`config.mk`:
```
export PLATFORM = sky130hd
export DESIGN_NAME = sigmoid
export DESIGN_NICKNAME = d
export VERILOG_FILES = /design/src/source/sigmoidPkg.sv /design/src/source/sigmoidCtrl.sv /design/src/source/inputFold.sv /design/src/source/segmentLookup.sv /design/src/source/slopeMultiply.sv /design/src/source/outputFormat.sv /design/src/source/sigmoid.sv
export SDC_FILE = /design/constraint.sdc
export NUM_CORES = 1
export LEC_CHECK = 0
export CAP_MARGIN = 20
export CORE_MARGIN = 3
export CORE_UTILIZATION = 62
export CTS_CLUSTER_SIZE = 10
export DETAILED_ROUTE_END_ITERATION = 6
export DONT_BUFFER_PORTS = 1
export PLACE_DENSITY_LB_ADDON = 0.15
export SYNTH_ARGS = -nofsm -noshare
export SYNTH_HDL_FRONTEND = slang
export SYNTH_HIERARCHICAL = 1
export SYNTH_SLANG_ARGS = --single-unit
```
`constraint.sdc`:
```
create_clock -name clk -period 5.7 [get_ports clk]
set_input_delay 0.855 -clock clk [delete_from_list [all_inputs] [get_ports clk]]
set_output_delay 0.855 -clock clk [all_outputs]
set_load 0.05 [all_outputs]
```
`src/source/sigmoidPkg.sv`:
```
package sigmoidPkg;

	// Datapath widths
	localparam int SAMPLE_W   = 8;
	localparam int SLOPE_W    = 4;
	localparam int ICPT_W     = 10;
	localparam int PART_W     = 10;
	localparam int FUNC_W     = 12;
	localparam int Y_W        = 16;
	localparam int SEG_W      = 3;

	// Input strobe to output strobe, in clock cycles
	localparam int PIPE_DEPTH = 6;

	// Sample and magnitude
	typedef logic signed [SAMPLE_W-1:0] sample_t;
	typedef logic        [SAMPLE_W-1:0] mag_t;

	// Slope counts in units of 2^-6, intercept is a pure fraction
	typedef logic [SLOPE_W-1:0] slope_t;
	typedef logic [ICPT_W-1:0]  icpt_t;

	// Multiplier partials and results
	typedef logic [PART_W-1:0] part_t;
	typedef logic [FUNC_W-1:0] func_t;
	typedef logic [Y_W-1:0]    y_t;
	typedef logic [SEG_W-1:0]  segIdx_t;

	// Coefficients of one segment
	typedef struct packed {
		slope_t slope;
		icpt_t  icpt;
	} segCoef_t;

	// Pairs of gated magnitudes, the upper pair weighs four times the lower
	typedef struct packed {
		part_t sum01;
		part_t sum23;
	} mulPart_t;

	// Operands of the final add
	typedef struct packed {
		func_t product;
		icpt_t icpt;
	} termPair_t;

	// Segment coefficients, index is the segment number
	localparam slope_t SLOPE_TABLE [0:2**SEG_W-1] = '{
		4'd15, 4'd14, 4'd11, 4'd8,
		4'd6,  4'd4,  4'd2,  4'd1
	};

	localparam icpt_t ICPT_TABLE [0:2**SEG_W-1] = '{
		10'h003, 10'h01D, 10'h07E, 10'h10F,
		10'h18B, 10'h224, 10'h2E2, 10'h358
	};

endpackage

```
`src/source/sigmoidCtrl.sv`:
```
`timescale 1ns/10ps

module sigmoidCtrl (
	input  logic clk,
	input  logic i_rstN,
	input  logic i_inValid,
	input  logic i_sign,
	output logic o_sign,
	output logic o_outValid
);
	import sigmoidPkg::*;

	// Sign arrives one stage late from the fold and is consumed one stage
	// before the output register
	localparam int SIGN_DEPTH = PIPE_DEPTH - 2;

	logic [PIPE_DEPTH-1:0] validPipe;
	logic [SIGN_DEPTH-1:0] signPipe;

	// Valid strobe rides beside the sample through every stage
	always_ff @(posedge clk) begin
		if (!i_rstN) begin
			validPipe <= '0;
		end else begin
			validPipe <= {validPipe[PIPE_DEPTH-2:0], i_inValid};
		end
	end

	// Sign from stage 1 up to stage 5
	always_ff @(posedge clk) begin
		if (!i_rstN) begin
			signPipe <= '0;
		end else begin
			signPipe <= {signPipe[SIGN_DEPTH-2:0], i_sign};
		end
	end

	assign o_outValid = validPipe[PIPE_DEPTH-1];
	assign o_sign     = signPipe[SIGN_DEPTH-1];

endmodule

```
`src/source/inputFold.sv`:
```
`timescale 1ns/10ps

module inputFold (
	input  logic                clk,
	input  logic                i_rstN,
	input  sigmoidPkg::sample_t i_x,
	output sigmoidPkg::mag_t    o_mag,
	output logic                o_sign
);
	import sigmoidPkg::*;

	logic xSign;
	mag_t absX;

	assign xSign = i_x[SAMPLE_W-1];

	// Two's complement negate for negative samples
	// -128 folds to 128, which still fits the unsigned magnitude
	always_comb begin
		if (xSign) begin
			absX = mag_t'(~i_x + 1'b1);
		end else begin
			absX = mag_t'(i_x);
		end
	end

	// Stage 1 register
	always_ff @(posedge clk) begin
		if (!i_rstN) begin
			o_mag  <= '0;
			o_sign <= 1'b0;
		end else begin
			o_mag  <= absX;
			o_sign <= xSign;
		end
	end

endmodule

```
`src/source/segmentLookup.sv`:
```
`timescale 1ns/10ps

module segmentLookup (
	input  logic                 clk,
	input  logic                 i_rstN,
	input  sigmoidPkg::mag_t     i_mag,
	output sigmoidPkg::mag_t     o_mag,
	output sigmoidPkg::segCoef_t o_coef
);
	import sigmoidPkg::*;

	// Segments are 16 wide, so the index is the bits just below the MSB
	localparam int IDX_MSB = SAMPLE_W - 2;

	segIdx_t  segIdx;
	segCoef_t coef;

	// Magnitude 128 only happens for x = -128, it uses the last segment
	always_comb begin
		if (i_mag[SAMPLE_W-1]) begin
			segIdx = '1;
		end else begin
			segIdx = i_mag[IDX_MSB -: SEG_W];
		end
	end

	// Table read
	always_comb begin
		coef.slope = SLOPE_TABLE[segIdx];
		coef.icpt  = ICPT_TABLE[segIdx];
	end

	// Stage 2 register, magnitude travels on for the multiply
	always_ff @(posedge clk) begin
		if (!i_rstN) begin
			o_mag  <= '0;
			o_coef <= '0;
		end else begin
			o_mag  <= i_mag;
			o_coef <= coef;
		end
	end

endmodule

```
`src/source/slopeMultiply.sv`:
```
`timescale 1ns/10ps

module slopeMultiply (
	input  logic                  clk,
	input  logic                  i_rstN,
	input  sigmoidPkg::mag_t      i_mag,
	input  sigmoidPkg::segCoef_t  i_coef,
	output sigmoidPkg::termPair_t o_terms
);
	import sigmoidPkg::*;

	mag_t     gated [SLOPE_W];
	mulPart_t partNext;
	mulPart_t partReg;
	icpt_t    icptReg;
	func_t    product;

	// One copy of the magnitude per slope bit
	always_comb begin
		for (int k = 0; k < SLOPE_W; k++) begin
			gated[k] = i_coef.slope[k] ? i_mag : '0;
		end
	end

	// First adder level, bits 0+1 and bits 2+3
	always_comb begin
		partNext.sum01 = part_t'(gated[0]) + (part_t'(gated[1]) << 1);
		partNext.sum23 = part_t'(gated[2]) + (part_t'(gated[3]) << 1);
	end

	// Stage 3 register
	always_ff @(posedge clk) begin
		if (!i_rstN) begin
			partReg <= '0;
			icptReg <= '0;
		end else begin
			partReg <= partNext;
			icptReg <= i_coef.icpt;
		end
	end

	// Second adder level, upper pair sits two bits higher
	assign product = func_t'(partReg.sum01) + (func_t'(partReg.sum23) << 2);

	// Stage 4 register
	always_ff @(posedge clk) begin
		if (!i_rstN) begin
			o_terms <= '0;
		end else begin
			o_terms.product <= product;
			o_terms.icpt    <= icptReg;
		end
	end

endmodule

```
`src/source/outputFormat.sv`:
```
`timescale 1ns/10ps

module outputFormat (
	input  logic                  clk,
	input  logic                  i_rstN,
	input  sigmoidPkg::termPair_t i_terms,
	input  logic                  i_sign,
	output sigmoidPkg::y_t        o_y
);
	import sigmoidPkg::*;

	// Bits of the function result that reach the output word
	localparam int         MIRROR_W = FUNC_W - 1;
	localparam logic [2:0] Y_TAIL   = 3'b011;

	func_t                funcSum;
	func_t                funcReg;
	logic [MIRROR_W-1:0]  mirrored;
	y_t                   yNext;

	// Intercept carries an implicit 1.0 above its fraction
	assign funcSum = i_terms.product + func_t'({1'b1, i_terms.icpt});

	// Stage 5 register
	always_ff @(posedge clk) begin
		if (!i_rstN) begin
			funcReg <= '0;
		end else begin
			funcReg <= funcSum;
		end
	end

	// Negative inputs give 1 - f, done as a bit inversion
	assign mirrored = funcReg[MIRROR_W-1:0] ^ {MIRROR_W{i_sign}};

	// Word layout: zero, result, sign, fixed tail
	assign yNext = {1'b0, mirrored, i_sign, Y_TAIL};

	// Output register
	always_ff @(posedge clk) begin
		if (!i_rstN) begin
			o_y <= '0;
		end else begin
			o_y <= yNext;
		end
	end

endmodule

```
`src/source/sigmoid.sv`:
```
`timescale 1ns/10ps

module sigmoid (
	input  logic               clk,
	input  logic               i_rstN,
	input  logic               i_inValid,
	input  sigmoidPkg::sample_t i_x,
	output sigmoidPkg::y_t     o_y,
	output logic               o_outValid
);
	import sigmoidPkg::*;

	// Stage 1 outputs of the fold
	mag_t      foldMag;
	logic      foldSign;

	// Stage 2 outputs of the table lookup
	mag_t      lookMag;
	segCoef_t  lookCoef;

	// Stage 4 operands for the final add
	termPair_t mulTerms;

	// Sign lined up with the mirror stage
	logic      alignSign;

	// Valid and sign delay line
	sigmoidCtrl sigmoidCtrl_inst (
		.clk        (clk),
		.i_rstN     (i_rstN),
		.i_inValid  (i_inValid),
		.i_sign     (foldSign),
		.o_sign     (alignSign),
		.o_outValid (o_outValid)
	);

	// Stage 0 to 1
	inputFold inputFold_inst (
		.clk    (clk),
		.i_rstN (i_rstN),
		.i_x    (i_x),
		.o_mag  (foldMag),
		.o_sign (foldSign)
	);

	// Stage 1 to 2
	segmentLookup segmentLookup_inst (
		.clk    (clk),
		.i_rstN (i_rstN),
		.i_mag  (foldMag),
		.o_mag  (lookMag),
		.o_coef (lookCoef)
	);

	// Stage 2 to 4
	slopeMultiply slopeMultiply_inst (
		.clk     (clk),
		.i_rstN  (i_rstN),
		.i_mag   (lookMag),
		.i_coef  (lookCoef),
		.o_terms (mulTerms)
	);

	// Stage 4 to 6
	outputFormat outputFormat_inst (
		.clk     (clk),
		.i_rstN  (i_rstN),
		.i_terms (mulTerms),
		.i_sign  (alignSign),
		.o_y     (o_y)
	);

endmodule

```
* Yosys cells after proc, flatten, opt, wreduce, memory -nomap -nowiden
Memory sizes are Yosys's and may differ from the RTL's. A register that Yosys moved wholly into a read port is not among the register bits. Index checks and enable logic that the tools add are counted.
Word-level totals: flip-flop bits (word level) 104, bits in latches 0, RAM bits 0, memory bits (read-only) 112, bits of input ports 11, output and inout port bits 17, word-level logic and storage cells 34, memories kept 2
Memories:
- (name not given) | words 8, width 10, rd ports 1, clocked after memory_dff 1, write ports 0, line segmentLookup.sv:30 | coef.icpt = ICPT_TABLE[segIdx];
- (name not given) | words 8, width 4, rd ports 1, clocked after memory_dff 1, write ports 0, line segmentLookup.sv:29 | coef.slope = SLOPE_TABLE[segIdx];
Cells by class: $add $sub $neg 5, $mul 0, div/mod/pow operators 0, magnitude comparators 0, equality and inequality tests 0, shift-type cells 0, multiplexer cells 7, bitwise logic cells 3, reduce and logical (&&, ||, !) cells 3
Operator list (count):
- $mux W8 | 4
- $add A10 B11 Y11 | 1
- $add A11 B11 Y11 | 1
- $xor A11 B11 Y11 | 1
- $add A8 B9 Y10 | 1
- $add A8 B9 Y9 | 1
- $add A8 B1 Y8 const B | 1
- $not A8 Y8 | 1
- $mux W7 | 1
- $not A3 Y4 | 1
- $mux W3 | 1
- $logic_not A1 Y1 | 2
- $mux W2 | 1
- $reduce_and A2 Y1 | 1

* Depth between registers and ports, before layout
depth after elaboration 3, gate-level depth with buffers 8, depth with buffers taken out 8

* Hierarchy
The synthesis kept the hierarchy.
By module, submodules not included:
- slopeMultiply | instances 1, cells each 288, area each 2666.3 µm², sequential area each 1041.0 µm²
- outputFormat | instances 1, cells each 115, area each 1179.9 µm², sequential area each 480.5 µm²
- segmentLookup | instances 1, cells each 70, area each 787.0 µm², sequential area each 440.4 µm²
- inputFold | instances 1, cells each 44, area each 416.6 µm², sequential area each 180.2 µm²
- sigmoidCtrl | instances 1, cells each 20, area each 262.8 µm², sequential area each 200.2 µm²

* Least setup slack after synthesis
Ideal clock, no wire load.
path type flip-flop to flip-flop, start point register slopeMultiply_inst/o_terms[0] (netlist bit), end point register outputFormat_inst.funcReg[10], setup time 123 ps, arrival time 1710 ps, data required time 5577 ps, setup slack 3868 ps, cell stages (with the launch flop) 9, buffers on the path 0, period minus slack after synthesis 1832 ps, path through dfxtp_1 ha_1 inv_1 fa_1 and2b_1 nor3_1 o31ai_2 a31oi_1 mux2i_1
On the way: longest elaborated chain between the ends 1
RTL lines:
- start, declared | line slopeMultiply.sv:8 | output sigmoidPkg::termPair_t o_terms
- $add A11 B11 Y11 | line outputFormat.sv:22 | assign funcSum = i_terms.product + func_t'({1'b1, i_terms.icpt});
- end signal, assigned | line outputFormat.sv:29 | funcReg <= funcSum;
- end, declared | line outputFormat.sv:17 | func_t funcReg;
Every way passes these cells. A chain may end at the register's enable or synchronous reset.

==> impl_metrics.xml <==
<?xml version="1.0" encoding="UTF-8"?>
<metrics>
  <group name="run_status">
    <metric name="run_status" unit="">complete, no violations</metric>
  </group>
  <group name="final_layout">
    <metric name="stdcell_count" unit="">636</metric>
    <metric name="utilization" unit="">0.7274</metric>
    <metric name="antenna_cells" unit="">0</metric>
    <metric name="drive_above_1_share" unit="">0.1049</metric>
    <metric name="commonest_cells_after_routing_fill_and_taps_aside" unit="">sky130_fd_sc_hd__dfxtp_1 (115), sky130_fd_sc_hd__and2_1 (94), sky130_fd_sc_hd__ha_1 (38)</metric>
    <metric name="final_nets" unit="">575</metric>
    <metric name="number_of_inserted_filler_cells_in_the_final_layout" unit="">563</metric>
    <metric name="synthToLayoutAreaGrowth" unit="%">11.33</metric>
    <metric name="final_common_cell" unit="">sky130_fd_sc_hd__dfxtp_1</metric>
  </group>
  <group name="setup_path">
    <metric name="cp.required" unit="ns">4.85</metric>
    <metric name="worstPathArrival" unit="ns">1.43</metric>
    <metric name="depth_of_the_critical_timing_path_with_buffers_and_inverters_included" unit="">0</metric>
    <metric name="cp_max_fo" unit="">2</metric>
    <metric name="endpoint_kind" unit="">output port</metric>
    <metric name="cp_startpoint_kind" unit="">flip-flop</metric>
    <metric name="worst-setup-path-type" unit="">flip-flop to output port</metric>
    <metric name="worst_reg2reg_path_length_in_cells" unit="">8</metric>
  </group>
  <group name="hold_path">
    <metric name="hold_path.class" unit="">input port to flip-flop</metric>
    <metric name="hold_path_depth" unit="">0</metric>
  </group>
  <group name="detailed_routing">
    <metric name="wirelength" unit="µm">9139</metric>
    <metric name="drt_first_pass_iters" unit="">4</metric>
    <metric name="remaining_drc_errors" unit="">0</metric>
    <metric name="detail_route.vias_per_cell" unit="">5.577</metric>
    <metric name="routed_wire_length_per_instance" unit="µm">14.37</metric>
    <metric name="detail-route-antenna-nets" unit="">0</metric>
    <metric name="routed-via-count" unit="">3547</metric>
    <metric name="drt_iter0_markers" unit="">132</metric>
  </group>
  <group name="grt">
    <metric name="grt_max_degree" unit="">120</metric>
    <metric name="number_of_antenna_violations_at_the_first_check_in_global_routing" unit="">0</metric>
    <metric name="globalRoute.totalOverflow" unit="">0</metric>
    <metric name="wire_length_of_the_first_global_routing_pass" unit="µm">15580</metric>
    <metric name="first_global_vias" unit="">3528</metric>
    <metric name="track_usage" unit="">0.2037</metric>
  </group>
  <group name="synthesis">
    <metric name="synthesis.area" unit="mm²">0.005180</metric>
    <metric name="number_of_standard_cells_after_synthesis" unit="">519</metric>
    <metric name="synth_area_per_inst" unit="µm²">9.981</metric>
    <metric name="synth_warnings" unit="">6</metric>
  </group>
  <group name="sta">
    <metric name="finClkSkew" unit="ns">0.01017</metric>
    <metric name="setup_total_negative_slack" unit="ns">0</metric>
    <metric name="timing.hold.ws" unit="ns">0.3855</metric>
    <metric name="tightestPinTransition" unit="ns">0.9313</metric>
    <metric name="period_needed" unit="ns">2.288</metric>
    <metric name="timing.slew.headroom" unit="">0.3783</metric>
    <metric name="fin_crit_sh" unit="">0.4014</metric>
    <metric name="setup_repair_after_global_routing_missed_its_margin" unit="">false</metric>
    <metric name="timing.fmax" unit="MHz">437.1</metric>
    <metric name="slew_viols_final" unit="">0</metric>
    <metric name="finalHoldViolations" unit="">0</metric>
    <metric name="setup_viol" unit="">0</metric>
  </group>
  <group name="clock_tree">
    <metric name="cts-buffers-inserted" unit="">17</metric>
    <metric name="ctsRootBufferMaster" unit="">sky130_fd_sc_hd__clkbuf_8</metric>
    <metric name="worst_skew_pair.late_latency" unit="ns">0.50</metric>
    <metric name="ctsHtreeMaxLevel" unit="">4</metric>
    <metric name="hold_buffers" unit="">0</metric>
    <metric name="cts-root-to-sink-buffers" unit="">2</metric>
    <metric name="clk_transition_reported_paths" unit="ns">0.06</metric>
    <metric name="clock_sinks" unit="">115</metric>
    <metric name="cts_resized" unit="">0</metric>
    <metric name="tritoncts" unit="">built</metric>
    <metric name="post-cts-setup-buffer-count" unit="">0</metric>
  </group>
  <group name="power">
    <metric name="totalPowerFinal" unit="µW">1964</metric>
    <metric name="cellLeakagePower" unit="µW">0.002613</metric>
    <metric name="ir_worst_vdd" unit="µV">250.6</metric>
    <metric name="powerDensity" unit="mW/mm²">340.5</metric>
  </group>
  <group name="floorplan">
    <metric name="die_width" unit="µm">97.41</metric>
    <metric name="floorplan_die_area" unit="mm²">0.009488</metric>
    <metric name="num_rows" unit="">32</metric>
    <metric name="io-pin-count" unit="">28</metric>
    <metric name="die_h" unit="µm">97.41</metric>
    <metric name="floorplan.core_area" unit="mm²">0.007928</metric>
    <metric name="floorplan.initialDensity" unit="">0.6534</metric>
  </group>
  <group name="run">
    <metric name="timing.max_cap.violations" unit="">0</metric>
  </group>
  <group name="place">
    <metric name="hpwlAfterDp" unit="µm">6000</metric>
    <metric name="numPortBuffers" unit="">0</metric>
    <metric name="placed_cell_count" unit="">605</metric>
    <metric name="gp_congestion" unit="">0.7928</metric>
  </group>
</metrics>
final timing paths:
kind | slack, ns | endpoint | startpoint
setup / recovery | 3.41 | o_y[1] | outputFormat_inst/o_y[0]
hold / removal | 0.39 | outputFormat_inst/o_y[0] | i_rstN
setup reg to reg | 3.66 | outputFormat_inst/funcReg[10] | slopeMultiply_inst/o_terms[0]
hold reg to reg | 0.42 | sigmoidCtrl_inst/validPipe[4] | sigmoidCtrl_inst/validPipe[3]
per-layer routing:
layer,GRT usage,part of all wire
met3,0.06317,0.034
met4,0.09904,0.016
met2,0.3500,0.52
met5,0,0
met1,0.2280,0.43
area by class of cell:
| type | instances | area [µm²] | area share |
|---|---|---|---|
| clock inverters | 12 | 132.6 | 0.02300 |
| flip-flops and latches | 115 | 2302 | 0.3992 |
| inverters | 19 | 71.32 | 0.01237 |
| well taps | 102 | 127.6 | 0.02213 |
| multi-input cells | 369 | 2701 | 0.4684 |
| clock buffers | 19 | 431.7 | 0.07485 |
sequential cells by signal, summed over array words and instances (netlist names):
name / cells
inputFold_inst/o_mag: 8
inputFold_inst/o_sign: 1
outputFormat_inst/funcReg: 11
outputFormat_inst/o_y: 13
segmentLookup_inst/o_coef: 14
segmentLookup_inst/o_mag: 8
sigmoidCtrl_inst/signPipe: 4
sigmoidCtrl_inst/validPipe: 6
slopeMultiply_inst/icptReg: 10
slopeMultiply_inst/o_terms: 21
slopeMultiply_inst/partReg: 19
power breakdown:
group	switching (µW)	internal, µW
sequential	31.8	842
combinational	52.3	50.7
clock	356	631
stage by stage:
| stage | setup WS (ns) | area (µm²) |
|---|---|---|
| after floorplan | 3.868 | 5184 |
| after global placement | 3.758 | 5202 |
| after detailed placement | 3.677 | 5202 |
| after CTS | 3.385 | 5767 |
| after global routing | 3.360 | 5767 |
| final | 3.412 | 5767 |
Note: power is estimated with default switching activity, not from simulation.
